## src/source/rv_pkg.sv

```systemverilog
/*
  shared types of the rv32i pipeline
  opcode enumeration, instruction word views and the stage registers
  data port request and retire record
*/
`default_nettype none

package rv_pkg;

  typedef enum logic [6:0] {
    OP_COMPUTE = 7'b0110011,
    OP_IMM     = 7'b0010011,
    OP_LOAD    = 7'b0000011,
    OP_STORE   = 7'b0100011,
    OP_LUI     = 7'b0110111,
    OP_AUIPC   = 7'b0010111,
    OP_BRANCH  = 7'b1100011,
    OP_JAL     = 7'b1101111
  } opcode_e;

  typedef struct packed {
    logic [6:0] funct7;
    logic [4:0] rs2;
    logic [4:0] rs1;
    logic [2:0] funct3;
    logic [4:0] rd;
    logic [6:0] opcode;
  } r_fmt_t;

  typedef struct packed {
    logic [11:0] imm;
    logic [4:0]  rs1;
    logic [2:0]  funct3;
    logic [4:0]  rd;
    logic [6:0]  opcode;
  } i_fmt_t;

  typedef struct packed {
    logic [6:0] imm_hi;
    logic [4:0] rs2;
    logic [4:0] rs1;
    logic [2:0] funct3;
    logic [4:0] imm_lo;
    logic [6:0] opcode;
  } s_fmt_t;

  typedef struct packed {
    logic       imm12;
    logic [5:0] imm10_5;
    logic [4:0] rs2;
    logic [4:0] rs1;
    logic [2:0] funct3;
    logic [3:0] imm4_1;
    logic       imm11;
    logic [6:0] opcode;
  } b_fmt_t;

  typedef struct packed {
    logic [19:0] imm;
    logic [4:0]  rd;
    logic [6:0]  opcode;
  } u_fmt_t;

  typedef struct packed {
    logic       imm20;
    logic [9:0] imm10_1;
    logic       imm11;
    logic [7:0] imm19_12;
    logic [4:0] rd;
    logic [6:0] opcode;
  } j_fmt_t;

  // one instruction word, read through the format that applies
  typedef union packed {
    r_fmt_t r;
    i_fmt_t i;
    s_fmt_t s;
    b_fmt_t b;
    u_fmt_t u;
    j_fmt_t j;
  } instr_u;

  typedef struct packed {
    logic        valid;
    logic [31:0] pc;
    instr_u      instr;
  } if_id_t;

  typedef struct packed {
    logic        valid;
    logic [31:0] pc;
    instr_u      instr;
    logic [31:0] rs1_val;
    logic [31:0] rs2_val;
    logic [31:0] imm;      // sign extended
    logic [4:0]  rs1;
    logic [4:0]  rs2;
    logic [4:0]  rd;
    logic        uses_rs1;
    logic        uses_rs2;
    logic        is_load;
    logic        is_store;
    logic        reg_write;
  } id_ex_t;

  typedef struct packed {
    logic        valid;
    logic [4:0]  rd;
    logic        reg_write;
    logic        is_load;
    logic        is_store;
    logic [31:0] result;      // address for loads and stores
    logic [31:0] store_data;
    logic [31:0] pc;
  } ex_mem_t;

  typedef struct packed {
    logic        valid;
    logic [4:0]  rd;
    logic        reg_write;
    logic [31:0] data;
    logic [31:0] pc;
  } mem_wb_t;

  typedef struct packed {
    logic        valid;
    logic [31:0] target;
  } redirect_t;

  typedef struct packed {
    logic [31:0] addr;
    logic [31:0] wdata;
    logic        we;
  } dmem_req_t;

  typedef struct packed {
    logic        valid;
    logic [31:0] pc;
    logic [4:0]  rd;
    logic [31:0] data;
  } retire_t;

endpackage

`default_nettype wire

```

## src/source/alu.sv

```systemverilog
/*
  integer alu for register and immediate operations
*/
`timescale 1ns/1ps
`default_nettype none

module alu
(
  input  logic [31:0] op_a,
  input  logic [31:0] op_b,
  input  logic [2:0]  funct3,
  input  logic        alt,     // sub and sra
  output logic [31:0] result
);

  logic [4:0] shamt;

  assign shamt = op_b[4:0];

  always_comb
  begin
    case (funct3)
      3'b000:
        result = alt ? op_a - op_b : op_a + op_b;
      3'b001:
        result = op_a << shamt;
      3'b010:
        result = {31'b0, $signed(op_a) < $signed(op_b)};
      3'b011:
        result = {31'b0, op_a < op_b};
      3'b100:
        result = op_a ^ op_b;
      3'b101:
      begin
        if (alt)
          result = $signed(op_a) >>> shamt;  // sign fill
        else
          result = op_a >> shamt;
      end
      3'b110:
        result = op_a | op_b;
      default:
        result = op_a & op_b;
    endcase
  end

endmodule

`default_nettype wire

```

## src/source/reg_file.sv

```systemverilog
/*
  integer register file, x1 to x31
  two read ports with write-through from write-back
*/
`timescale 1ns/1ps
`default_nettype none

module reg_file import rv_pkg::*;
(
  input  logic        clk,
  input  logic        rst_n,
  input  logic [4:0]  rs1_addr,
  input  logic [4:0]  rs2_addr,
  output logic [31:0] rs1_data,
  output logic [31:0] rs2_data,
  input  mem_wb_t     wb
);

  logic [31:0] regs [1:31];
  logic        wr_en;

  assign wr_en = wb.valid && wb.reg_write && (wb.rd != 5'd0);

  always_ff @(posedge clk or negedge rst_n)
  begin
    if (!rst_n)
    begin
      for (int k = 1; k < 32; k++)
        regs[k] <= '0;
    end
    else if (wr_en)
      regs[wb.rd] <= wb.data;
  end

  function automatic logic [31:0] read_port(input logic [4:0] addr);
    if (addr == 5'd0)
      return '0;          // x0
    else if (wr_en && (addr == wb.rd))
      return wb.data;     // same cycle write wins
    else
      return regs[addr];
  endfunction

  always_comb
  begin
    rs1_data = read_port(rs1_addr);
    rs2_data = read_port(rs2_addr);
  end

endmodule

`default_nettype wire

```

## src/source/hazard_unit.sv

```systemverilog
/*
  load-use hazard detection
*/
`timescale 1ns/1ps
`default_nettype none

module hazard_unit import rv_pkg::*;
(
  input  logic [4:0] rs1_addr,
  input  logic [4:0] rs2_addr,
  input  logic       uses_rs1,
  input  logic       uses_rs2,
  input  id_ex_t     id_ex,
  output logic       stall
);

  logic load_in_ex;
  logic hit_rs1;
  logic hit_rs2;

  // load data only exists after the memory stage, so the consumer waits one cycle
  assign load_in_ex = id_ex.valid && id_ex.is_load && (id_ex.rd != 5'd0);
  assign hit_rs1    = uses_rs1 && (rs1_addr == id_ex.rd);
  assign hit_rs2    = uses_rs2 && (rs2_addr == id_ex.rd);
  assign stall      = load_in_ex && (hit_rs1 || hit_rs2);

endmodule

`default_nettype wire

```

## src/source/fetch_stage.sv

```systemverilog
/*
  instruction fetch
  pc register, redirect, stop on a zero word and the fetch/decode register
*/
`timescale 1ns/1ps
`default_nettype none

module fetch_stage import rv_pkg::*;
#(
  parameter logic [31:0] RESET_PC = 32'h0
)
(
  input  logic        clk,
  input  logic        rst_n,
  input  logic        stall,
  input  redirect_t   redirect,
  output logic [31:0] imem_addr,
  input  logic [31:0] imem_word,
  output if_id_t      if_id,
  output logic        stopped
);

  logic [31:0] pc;

  assign imem_addr = pc;

  always_ff @(posedge clk or negedge rst_n)
  begin
    if (!rst_n)
    begin
      pc      <= RESET_PC;
      stopped <= 1'b0;
      if_id   <= '0;
    end
    else if (redirect.valid)
    begin
      pc          <= redirect.target;
      stopped     <= 1'b0;     // wrong path zero word is forgotten
      if_id.valid <= 1'b0;
    end
    else if (!stall)
    begin
      if (stopped || (imem_word == 32'b0))
      begin
        stopped     <= 1'b1;   // pc stays frozen
        if_id.valid <= 1'b0;
      end
      else
      begin
        pc    <= pc + 32'd4;
        if_id <= '{valid: 1'b1, pc: pc, instr: imem_word};
      end
    end
  end

endmodule

`default_nettype wire

```

## src/source/decode_stage.sv

```systemverilog
/*
  instruction decode
  field split, immediate build, control fields and the decode/execute register
*/
`timescale 1ns/1ps
`default_nettype none

module decode_stage import rv_pkg::*;
(
  input  logic        clk,
  input  logic        rst_n,
  input  if_id_t      if_id,
  input  logic        stall,
  input  logic        flush,
  input  logic [31:0] rs1_data,
  input  logic [31:0] rs2_data,
  output logic [4:0]  rs1_addr,
  output logic [4:0]  rs2_addr,
  output logic        uses_rs1,
  output logic        uses_rs2,
  output id_ex_t      id_ex
);

  opcode_e     op;
  instr_u      w;
  logic [31:0] imm;
  logic        is_load;
  logic        is_store;
  logic        reg_write;

  assign w        = if_id.instr;
  assign op       = opcode_e'(w.r.opcode);
  assign rs1_addr = w.r.rs1;
  assign rs2_addr = w.r.rs2;

  always_comb
  begin
    imm       = '0;
    uses_rs1  = 1'b0;
    uses_rs2  = 1'b0;
    is_load   = 1'b0;
    is_store  = 1'b0;
    reg_write = 1'b0;
    case (op)
      OP_COMPUTE:
      begin
        uses_rs1  = 1'b1;
        uses_rs2  = 1'b1;
        reg_write = 1'b1;
      end
      OP_IMM, OP_LOAD:
      begin
        imm       = {{20{w.i.imm[11]}}, w.i.imm};
        uses_rs1  = 1'b1;
        is_load   = (op == OP_LOAD);
        reg_write = 1'b1;
      end
      OP_STORE:
      begin
        imm      = {{20{w.s.imm_hi[6]}}, w.s.imm_hi, w.s.imm_lo};
        uses_rs1 = 1'b1;
        uses_rs2 = 1'b1;
        is_store = 1'b1;
      end
      OP_BRANCH:
      begin
        imm      = {{19{w.b.imm12}}, w.b.imm12, w.b.imm11, w.b.imm10_5, w.b.imm4_1, 1'b0};
        uses_rs1 = 1'b1;
        uses_rs2 = 1'b1;
      end
      OP_LUI, OP_AUIPC:
      begin
        imm       = {w.u.imm, 12'b0};
        reg_write = 1'b1;
      end
      OP_JAL:
      begin
        imm       = {{11{w.j.imm20}}, w.j.imm20, w.j.imm19_12, w.j.imm11, w.j.imm10_1, 1'b0};
        reg_write = 1'b1;           // link value
      end
      default:
        imm = '0;
    endcase
    if (!if_id.valid)
    begin
      uses_rs1 = 1'b0;   // an empty slot never stalls
      uses_rs2 = 1'b0;
    end
  end

  always_ff @(posedge clk or negedge rst_n)
  begin
    if (!rst_n)
      id_ex <= '0;
    else if (flush || stall)
      id_ex <= '0;   // bubble into execute
    else
      id_ex <= '{valid: if_id.valid, pc: if_id.pc, instr: w,
                 rs1_val: rs1_data, rs2_val: rs2_data, imm: imm,
                 rs1: w.r.rs1, rs2: w.r.rs2, rd: w.r.rd,
                 uses_rs1: uses_rs1, uses_rs2: uses_rs2,
                 is_load: is_load, is_store: is_store, reg_write: reg_write};
  end

endmodule

`default_nettype wire

```

## src/source/execute_stage.sv

```systemverilog
/*
  execute stage
  operand forwarding, alu, branch and jal resolution, execute/memory register
*/
`timescale 1ns/1ps
`default_nettype none

module execute_stage import rv_pkg::*;
(
  input  logic      clk,
  input  logic      rst_n,
  input  id_ex_t    id_ex,
  output ex_mem_t   ex_mem,
  input  mem_wb_t   wb,
  output redirect_t redirect
);

  opcode_e     op;
  logic [31:0] rs1_val;
  logic [31:0] rs2_val;
  logic [31:0] op_a;
  logic [31:0] op_b;
  logic [31:0] alu_out;
  logic [2:0]  alu_fn;
  logic        alu_alt;
  logic        is_branch;
  logic        is_jal;
  logic        taken;

  // newest producer first, a load in memory has no data yet
  function automatic logic [31:0] forward(input logic [4:0] idx, input logic [31:0] reg_val,
                                          input ex_mem_t em, input mem_wb_t mw);
    if ((idx != 5'd0) && em.valid && em.reg_write && !em.is_load && (em.rd == idx))
      return em.result;
    else if ((idx != 5'd0) && mw.valid && mw.reg_write && (mw.rd == idx))
      return mw.data;
    else
      return reg_val;
  endfunction

  assign op        = opcode_e'(id_ex.instr.r.opcode);
  assign is_branch = (id_ex.instr.b.opcode == OP_BRANCH);
  assign is_jal    = (id_ex.instr.j.opcode == OP_JAL);
  assign rs1_val   = forward(id_ex.rs1, id_ex.rs1_val, ex_mem, wb);
  assign rs2_val   = forward(id_ex.rs2, id_ex.rs2_val, ex_mem, wb);

  always_comb
  begin
    alu_fn  = 3'b000;   // plain add for addresses, lui and auipc
    alu_alt = 1'b0;
    op_a    = rs1_val;
    op_b    = id_ex.imm;
    case (op)
      OP_COMPUTE:
      begin
        alu_fn  = id_ex.instr.r.funct3;
        alu_alt = id_ex.instr.r.funct7[5];
        op_b    = rs2_val;
      end
      OP_IMM:
      begin
        alu_fn  = id_ex.instr.r.funct3;
        alu_alt = (id_ex.instr.r.funct3 == 3'b101) && id_ex.instr.r.funct7[5];  // srai only
      end
      OP_LUI:
        op_a = 32'b0;
      OP_AUIPC:
        op_a = id_ex.pc;
      default:
        op_a = rs1_val;
    endcase
  end

  alu u_alu (
    .op_a   (op_a),
    .op_b   (op_b),
    .funct3 (alu_fn),
    .alt    (alu_alt),
    .result (alu_out)
  );

  always_comb
  begin
    case (id_ex.instr.b.funct3)
      3'b000:  taken = (rs1_val == rs2_val);
      3'b001:  taken = (rs1_val != rs2_val);
      3'b100:  taken = ($signed(rs1_val) < $signed(rs2_val));
      3'b101:  taken = ($signed(rs1_val) >= $signed(rs2_val));
      3'b110:  taken = (rs1_val < rs2_val);
      3'b111:  taken = (rs1_val >= rs2_val);
      default: taken = 1'b0;
    endcase
  end

  // predicted not taken, so any taken branch or jal turns fetch around
  assign redirect = '{valid: id_ex.valid && ((is_branch && taken) || is_jal),
                      target: id_ex.pc + id_ex.imm};

  always_ff @(posedge clk or negedge rst_n)
  begin
    if (!rst_n)
      ex_mem <= '0;
    else
      ex_mem <= '{valid: id_ex.valid, rd: id_ex.rd, reg_write: id_ex.reg_write,
                  is_load: id_ex.is_load, is_store: id_ex.is_store,
                  result: is_jal ? id_ex.pc + 32'd4 : alu_out,
                  store_data: rs2_val, pc: id_ex.pc};
  end

endmodule

`default_nettype wire

```

## src/source/mem_wb_stage.sv

```systemverilog
/*
  memory stage
  data port request, load capture and the memory/write-back register
*/
`timescale 1ns/1ps
`default_nettype none

module mem_wb_stage import rv_pkg::*;
(
  input  logic        clk,
  input  logic        rst_n,
  input  ex_mem_t     ex_mem,
  output dmem_req_t   dmem_req,
  input  logic [31:0] dmem_rdata,
  output mem_wb_t     wb
);

  // word access only, memory answers in the same cycle
  assign dmem_req = '{addr: ex_mem.result,
                      wdata: ex_mem.store_data,
                      we: ex_mem.valid && ex_mem.is_store};

  always_ff @(posedge clk or negedge rst_n)
  begin
    if (!rst_n)
      wb <= '0;
    else
    begin
      wb.valid     <= ex_mem.valid;
      wb.rd        <= ex_mem.rd;
      wb.reg_write <= ex_mem.reg_write;
      wb.data      <= ex_mem.is_load ? dmem_rdata : ex_mem.result;  // load data or alu value
      wb.pc        <= ex_mem.pc;
    end
  end

endmodule

`default_nettype wire

```

## src/source/rv_core.sv

```systemverilog
/*
  five stage rv32i core
  fetch, decode, execute, memory and write-back with register file and hazard unit
*/
`timescale 1ns/1ps
`default_nettype none

module rv_core import rv_pkg::*;
#(
  parameter logic [31:0] RESET_PC = 32'h0
)
(
  input  logic        clk,
  input  logic        rst_n,
  output logic [31:0] imem_addr,
  input  logic [31:0] imem_word,
  output dmem_req_t   dmem_req,
  input  logic [31:0] dmem_rdata,
  output retire_t     retire,
  output logic        halt
);

  if_id_t      if_id;
  id_ex_t      id_ex;
  ex_mem_t     ex_mem;
  mem_wb_t     wb;
  redirect_t   redirect;
  logic        stall;
  logic        stopped;
  logic [4:0]  rs1_addr;
  logic [4:0]  rs2_addr;
  logic [31:0] rs1_data;
  logic [31:0] rs2_data;
  logic        uses_rs1;
  logic        uses_rs2;

  fetch_stage #(.RESET_PC(RESET_PC)) u_fetch (
    .clk       (clk),
    .rst_n     (rst_n),
    .stall     (stall),
    .redirect  (redirect),
    .imem_addr (imem_addr),
    .imem_word (imem_word),
    .if_id     (if_id),
    .stopped   (stopped)
  );

  decode_stage u_decode (
    .clk      (clk),
    .rst_n    (rst_n),
    .if_id    (if_id),
    .stall    (stall),
    .flush    (redirect.valid),
    .rs1_data (rs1_data),
    .rs2_data (rs2_data),
    .rs1_addr (rs1_addr),
    .rs2_addr (rs2_addr),
    .uses_rs1 (uses_rs1),
    .uses_rs2 (uses_rs2),
    .id_ex    (id_ex)
  );

  reg_file u_regs (
    .clk      (clk),
    .rst_n    (rst_n),
    .rs1_addr (rs1_addr),
    .rs2_addr (rs2_addr),
    .rs1_data (rs1_data),
    .rs2_data (rs2_data),
    .wb       (wb)
  );

  hazard_unit u_hazard (
    .rs1_addr (rs1_addr),
    .rs2_addr (rs2_addr),
    .uses_rs1 (uses_rs1),
    .uses_rs2 (uses_rs2),
    .id_ex    (id_ex),
    .stall    (stall)
  );

  execute_stage u_execute (
    .clk      (clk),
    .rst_n    (rst_n),
    .id_ex    (id_ex),
    .ex_mem   (ex_mem),
    .wb       (wb),
    .redirect (redirect)
  );

  mem_wb_stage u_mem_wb (
    .clk        (clk),
    .rst_n      (rst_n),
    .ex_mem     (ex_mem),
    .dmem_req   (dmem_req),
    .dmem_rdata (dmem_rdata),
    .wb         (wb)
  );

  // only real register writes leave through the retire port
  assign retire = '{valid: wb.valid && wb.reg_write && (wb.rd != 5'd0),
                    pc: wb.pc, rd: wb.rd, data: wb.data};

  // drained once fetch has stopped and nothing is in flight
  assign halt = stopped && !if_id.valid && !id_ex.valid && !ex_mem.valid
                && !wb.valid && !redirect.valid;

endmodule

`default_nettype wire

```

## config.mk

```make
export PLATFORM = sky130hd
export DESIGN_NAME = rv_core
export DESIGN_NICKNAME = d
export VERILOG_FILES = /design/src/source/rv_pkg.sv /design/src/source/alu.sv /design/src/source/reg_file.sv /design/src/source/hazard_unit.sv /design/src/source/fetch_stage.sv /design/src/source/decode_stage.sv /design/src/source/execute_stage.sv /design/src/source/mem_wb_stage.sv /design/src/source/rv_core.sv
export SDC_FILE = /design/constraint.sdc
export NUM_CORES = 2
export LEC_CHECK = 0
export BUFFER_PORTS_ARGS = -buffer_cell sky130_fd_sc_hd__buf_4
export CAP_MARGIN = 30
export CORE_MARGIN = 2
export CORE_UTILIZATION = 60
export CTS_BUF_LIST = sky130_fd_sc_hd__clkbuf_8
export CTS_CLUSTER_SIZE = 20
export DETAILED_ROUTE_END_ITERATION = 6
export PLACE_DENSITY = 0.8
export SYNTH_ARGS = -nofsm -noshare
export SYNTH_HDL_FRONTEND = slang
export SYNTH_SLANG_ARGS = --single-unit
```

## constraint.sdc

```tcl
create_clock -name clk -period 6.75 [get_ports clk]
set_input_delay 1.35 -clock clk [delete_from_list [all_inputs] [get_ports clk]]
set_output_delay 1.35 -clock clk [all_outputs]
set_load 0.02 [all_outputs]
```

==> results.md <==
* Wire length per cell at 36.7 um
* CP Launch Type: flop
* Drt pass-1 iters at 6
* Period utilization at 0.926
* Synth top area share at 0.432
* Largest net degree at the start of global routing at 161
* Synthesized area at 82500 um^2
* Fillers at 9534
* CTS Sinks at 1424
* Worst hold path class: in2async
* # resized after CTS at 0
* RSZ-0062 raised after global routing: false
* Max Slew Vio Count at 0
* Critical-path cell list: xnor2_1 -> nand4_1 -> nor3_2 -> buf_12 -> mux2i_1 -> nand2_1 -> o21ai_0 -> ha_1 -> nand2_1 -> nor3_1 -> nand2_1 -> nor3_1 -> nand3_1 -> mux2i_1 -> o21ai_0 -> nand2_1 -> and3_2 -> buf_4 -> nand2_1 -> nor3_1
* Maximum clock path buffer count at 3
* Post-synthesis sequential area ratio at 0.432
* P per Cell Area at 183 nW/um^2
* Count of endpoints failing setup in the final report at 0
* Most used cell, CP: nand2_1
* Setup Skew at 83.4 ps
* Status: finished, final reports clean
* HPWL Detailed at 212000 um
* Cell Rows at 136
* Synth area leaders: dfrtp_1 43%, mux2_2 16%, mux4_2 16%, mux2i_1 3.3%, ha_1 2.5%
* Hold Vio Cnt, Final at 0
* H-tree depth at 4
* Commonest non-fill, non-tap cells in the layout: 1412 x dfrtp_1, 1177 x mux2_2, 576 x mux4_2
* Top delay family on crit path: simple AND/OR/NAND/NOR gates
* Worst-path clk slew at 60 ps
* Max Freq at 160 MHz
* Post-Syn Area per Cell at 12.6 um^2
* Vias in the first global route at 62300
* DRT iter0 DRCs at 7798
* Max-Cap Viols at 0
* Ys Warns at 0
* Area leader, netlist: dfrtp_1
* CP bufs+invs at 2
* Antenna violations before repair at 19
* Peak VDD IR at 0.305 mV
* Main flop type after synthesis: dfrtp_1
* Post-synth EDFFs at 0
* Vias per std cell at 7.14
* Port Buf Inserts at 233
* NumNets Final at 6878
* Synthesized flop and latch total at 1424
* Syn nets at 6772
* Gr usage total at 0.450
* Routed vias at 61500
* Hold-fix buffers, CTS at 0
* Die ar. at 141000 um^2
* TritonCTS buffer count at 226
* IO Count at 234
* Leakage at 42.2 nW
* Congestion Overflow GR at 0
* Layout cell share with drive strength beyond 1 at 0.406
* Crit-path max FO at 55
* Chip height at 375 um
* CTS tree: built
* Crit end category: flop
* Worst skew pair latency at 1010 ps
* Netlist cell types at 94
* Worst EP arrival at 7140 ps
* Leading cell type in the layout, fill and taps excluded: dfrtp_1
* Starting density of the core at 0.603
* Measured slew at the worst slew-check pin at 1110 ps
* Root Driver: clkbuf_8
* Worst setup path class: reg2reg
* P&R area growth vs syn at 10.6%
* Global-route wire length before repair at 450000 um
* Core footprint at 137000 um^2
* Post-route minimum period at 6250 ps
* Asr flop ratio synth at 1.00
* Cells after synthesis at 6541
* DRC Markers at 0
* DIE WIDTH at 375 um
* Final wirelength at 316000 um
* TNS Setup at 0 ps
* Final core occ at 0.667
* Critical Path RT at 7640 ps
* Max_slew headroom at 0.252
* GP Congestion at 1.10
* Post-DRT Antenna Nets at 0
* Post-CTS Setup Bufs at 0
* Slowest stage cell, crit path: nor3_1
* Max incr delay on CP at 710 ps
==> metrics by stage <==
step	instances	cell area (um^2)	setup slack (ps)	hold slack, ps	power [mW]
2_1_floorplan	6541	82500	1390	331	8.70
3_3_place_gp	8205	86300	427	331	8.92
3_5_place_dp	8212	86400	643	335	8.93
4_1_cts	8615	91300	651	273	16.8
5_1_grt	8617	91300	293	304	17.1
6_report	8619	91300	497	271	16.7
==> path summary, 6_finish.rpt <==
check                                         start                end  slack [ps]  cells after the start
worst max-delay path                u_mem_wb.wb[69]  u_decode.id_ex[2]         500                     20
worst min-delay path                          rst_n   u_regs.regs[862]         270                      1
worst max register to register      u_mem_wb.wb[69]  u_decode.id_ex[2]         500                     20
worst min register to register  u_execute.ex_mem[2]     u_mem_wb.wb[2]         340                      0
max in group asynchronous                     rst_n   u_regs.regs[225]        4810                      3
min in group clk                u_execute.ex_mem[2]     u_mem_wb.wb[2]         340                      0
==> flip-flops by register name, indices dropped and copies added, names as in the netlist <==
| signal | cells |
|---|---|
| u_regs.regs | 992 |
| u_fetch.if_id | 65 |
| u_execute.ex_mem | 105 |
| u_fetch.stopped | 1 |
| u_decode.id_ex | 158 |
| u_mem_wb.wb | 71 |
| u_fetch.imem_addr | 32 |
==> cell families after synthesis <==
group,share of synthesized area
adders and majority gates,0.0253
AOI/OAI and AO/OA,0.0725
xor gates and xnor gates,0.0159
buffers and inverters,0.0456
muxes,0.352
and+or+nand+nor,0.0570
DFF,0.432
==> cells in the mapped netlist, types with 69 or more instances <==
cell	number
and2_1	69
mux4_2	576
ha_1	162
mux2_2	1177
mux2i_1	276
xnor2_1	112
nor2_1	358
dfrtp_1	1424
inv_1	136
a21oi_1	274
nand2_1	249
clkbuf_1	431
buf_4	147
buf_1	73
o21ai_0	190
nand3_1	80
==> power breakdown <==
group | leakage (nW) | switching [mW] | internal, mW
sequential | 19.8 | 0 | 8.54
combinational | 19.6 | 0.188 | 0.0384
clock | 2.74 | 3.75 | 4.18
==> layer usage <==
layer | wire length [um] | vias up | GRT usage
met5 | 84 | - | 0
met4 | 26100 | 10 | 0.310
met3 | 32200 | 1065 | 0.106
met2 | 140000 | 4181 | 0.663
met1 | 118000 | 31800 | 0.595
li1 | - | 24500 | -
==> cell type report <==
cell class | instances | area (um^2) | area share
inverter | 143 | 544 | 0.00596
clock inverter | 108 | 837 | 0.00917
timing repair buffer | 563 | 4470 | 0.0490
antenna | 3 | 7.51 | 0.0000822
sequential | 1424 | 35700 | 0.391
multi-input combinational | 4289 | 43500 | 0.476
tap | 1794 | 2240 | 0.0246
clock buffer | 295 | 4060 | 0.0445
Note: power is estimated with default switching activity, not from simulation.
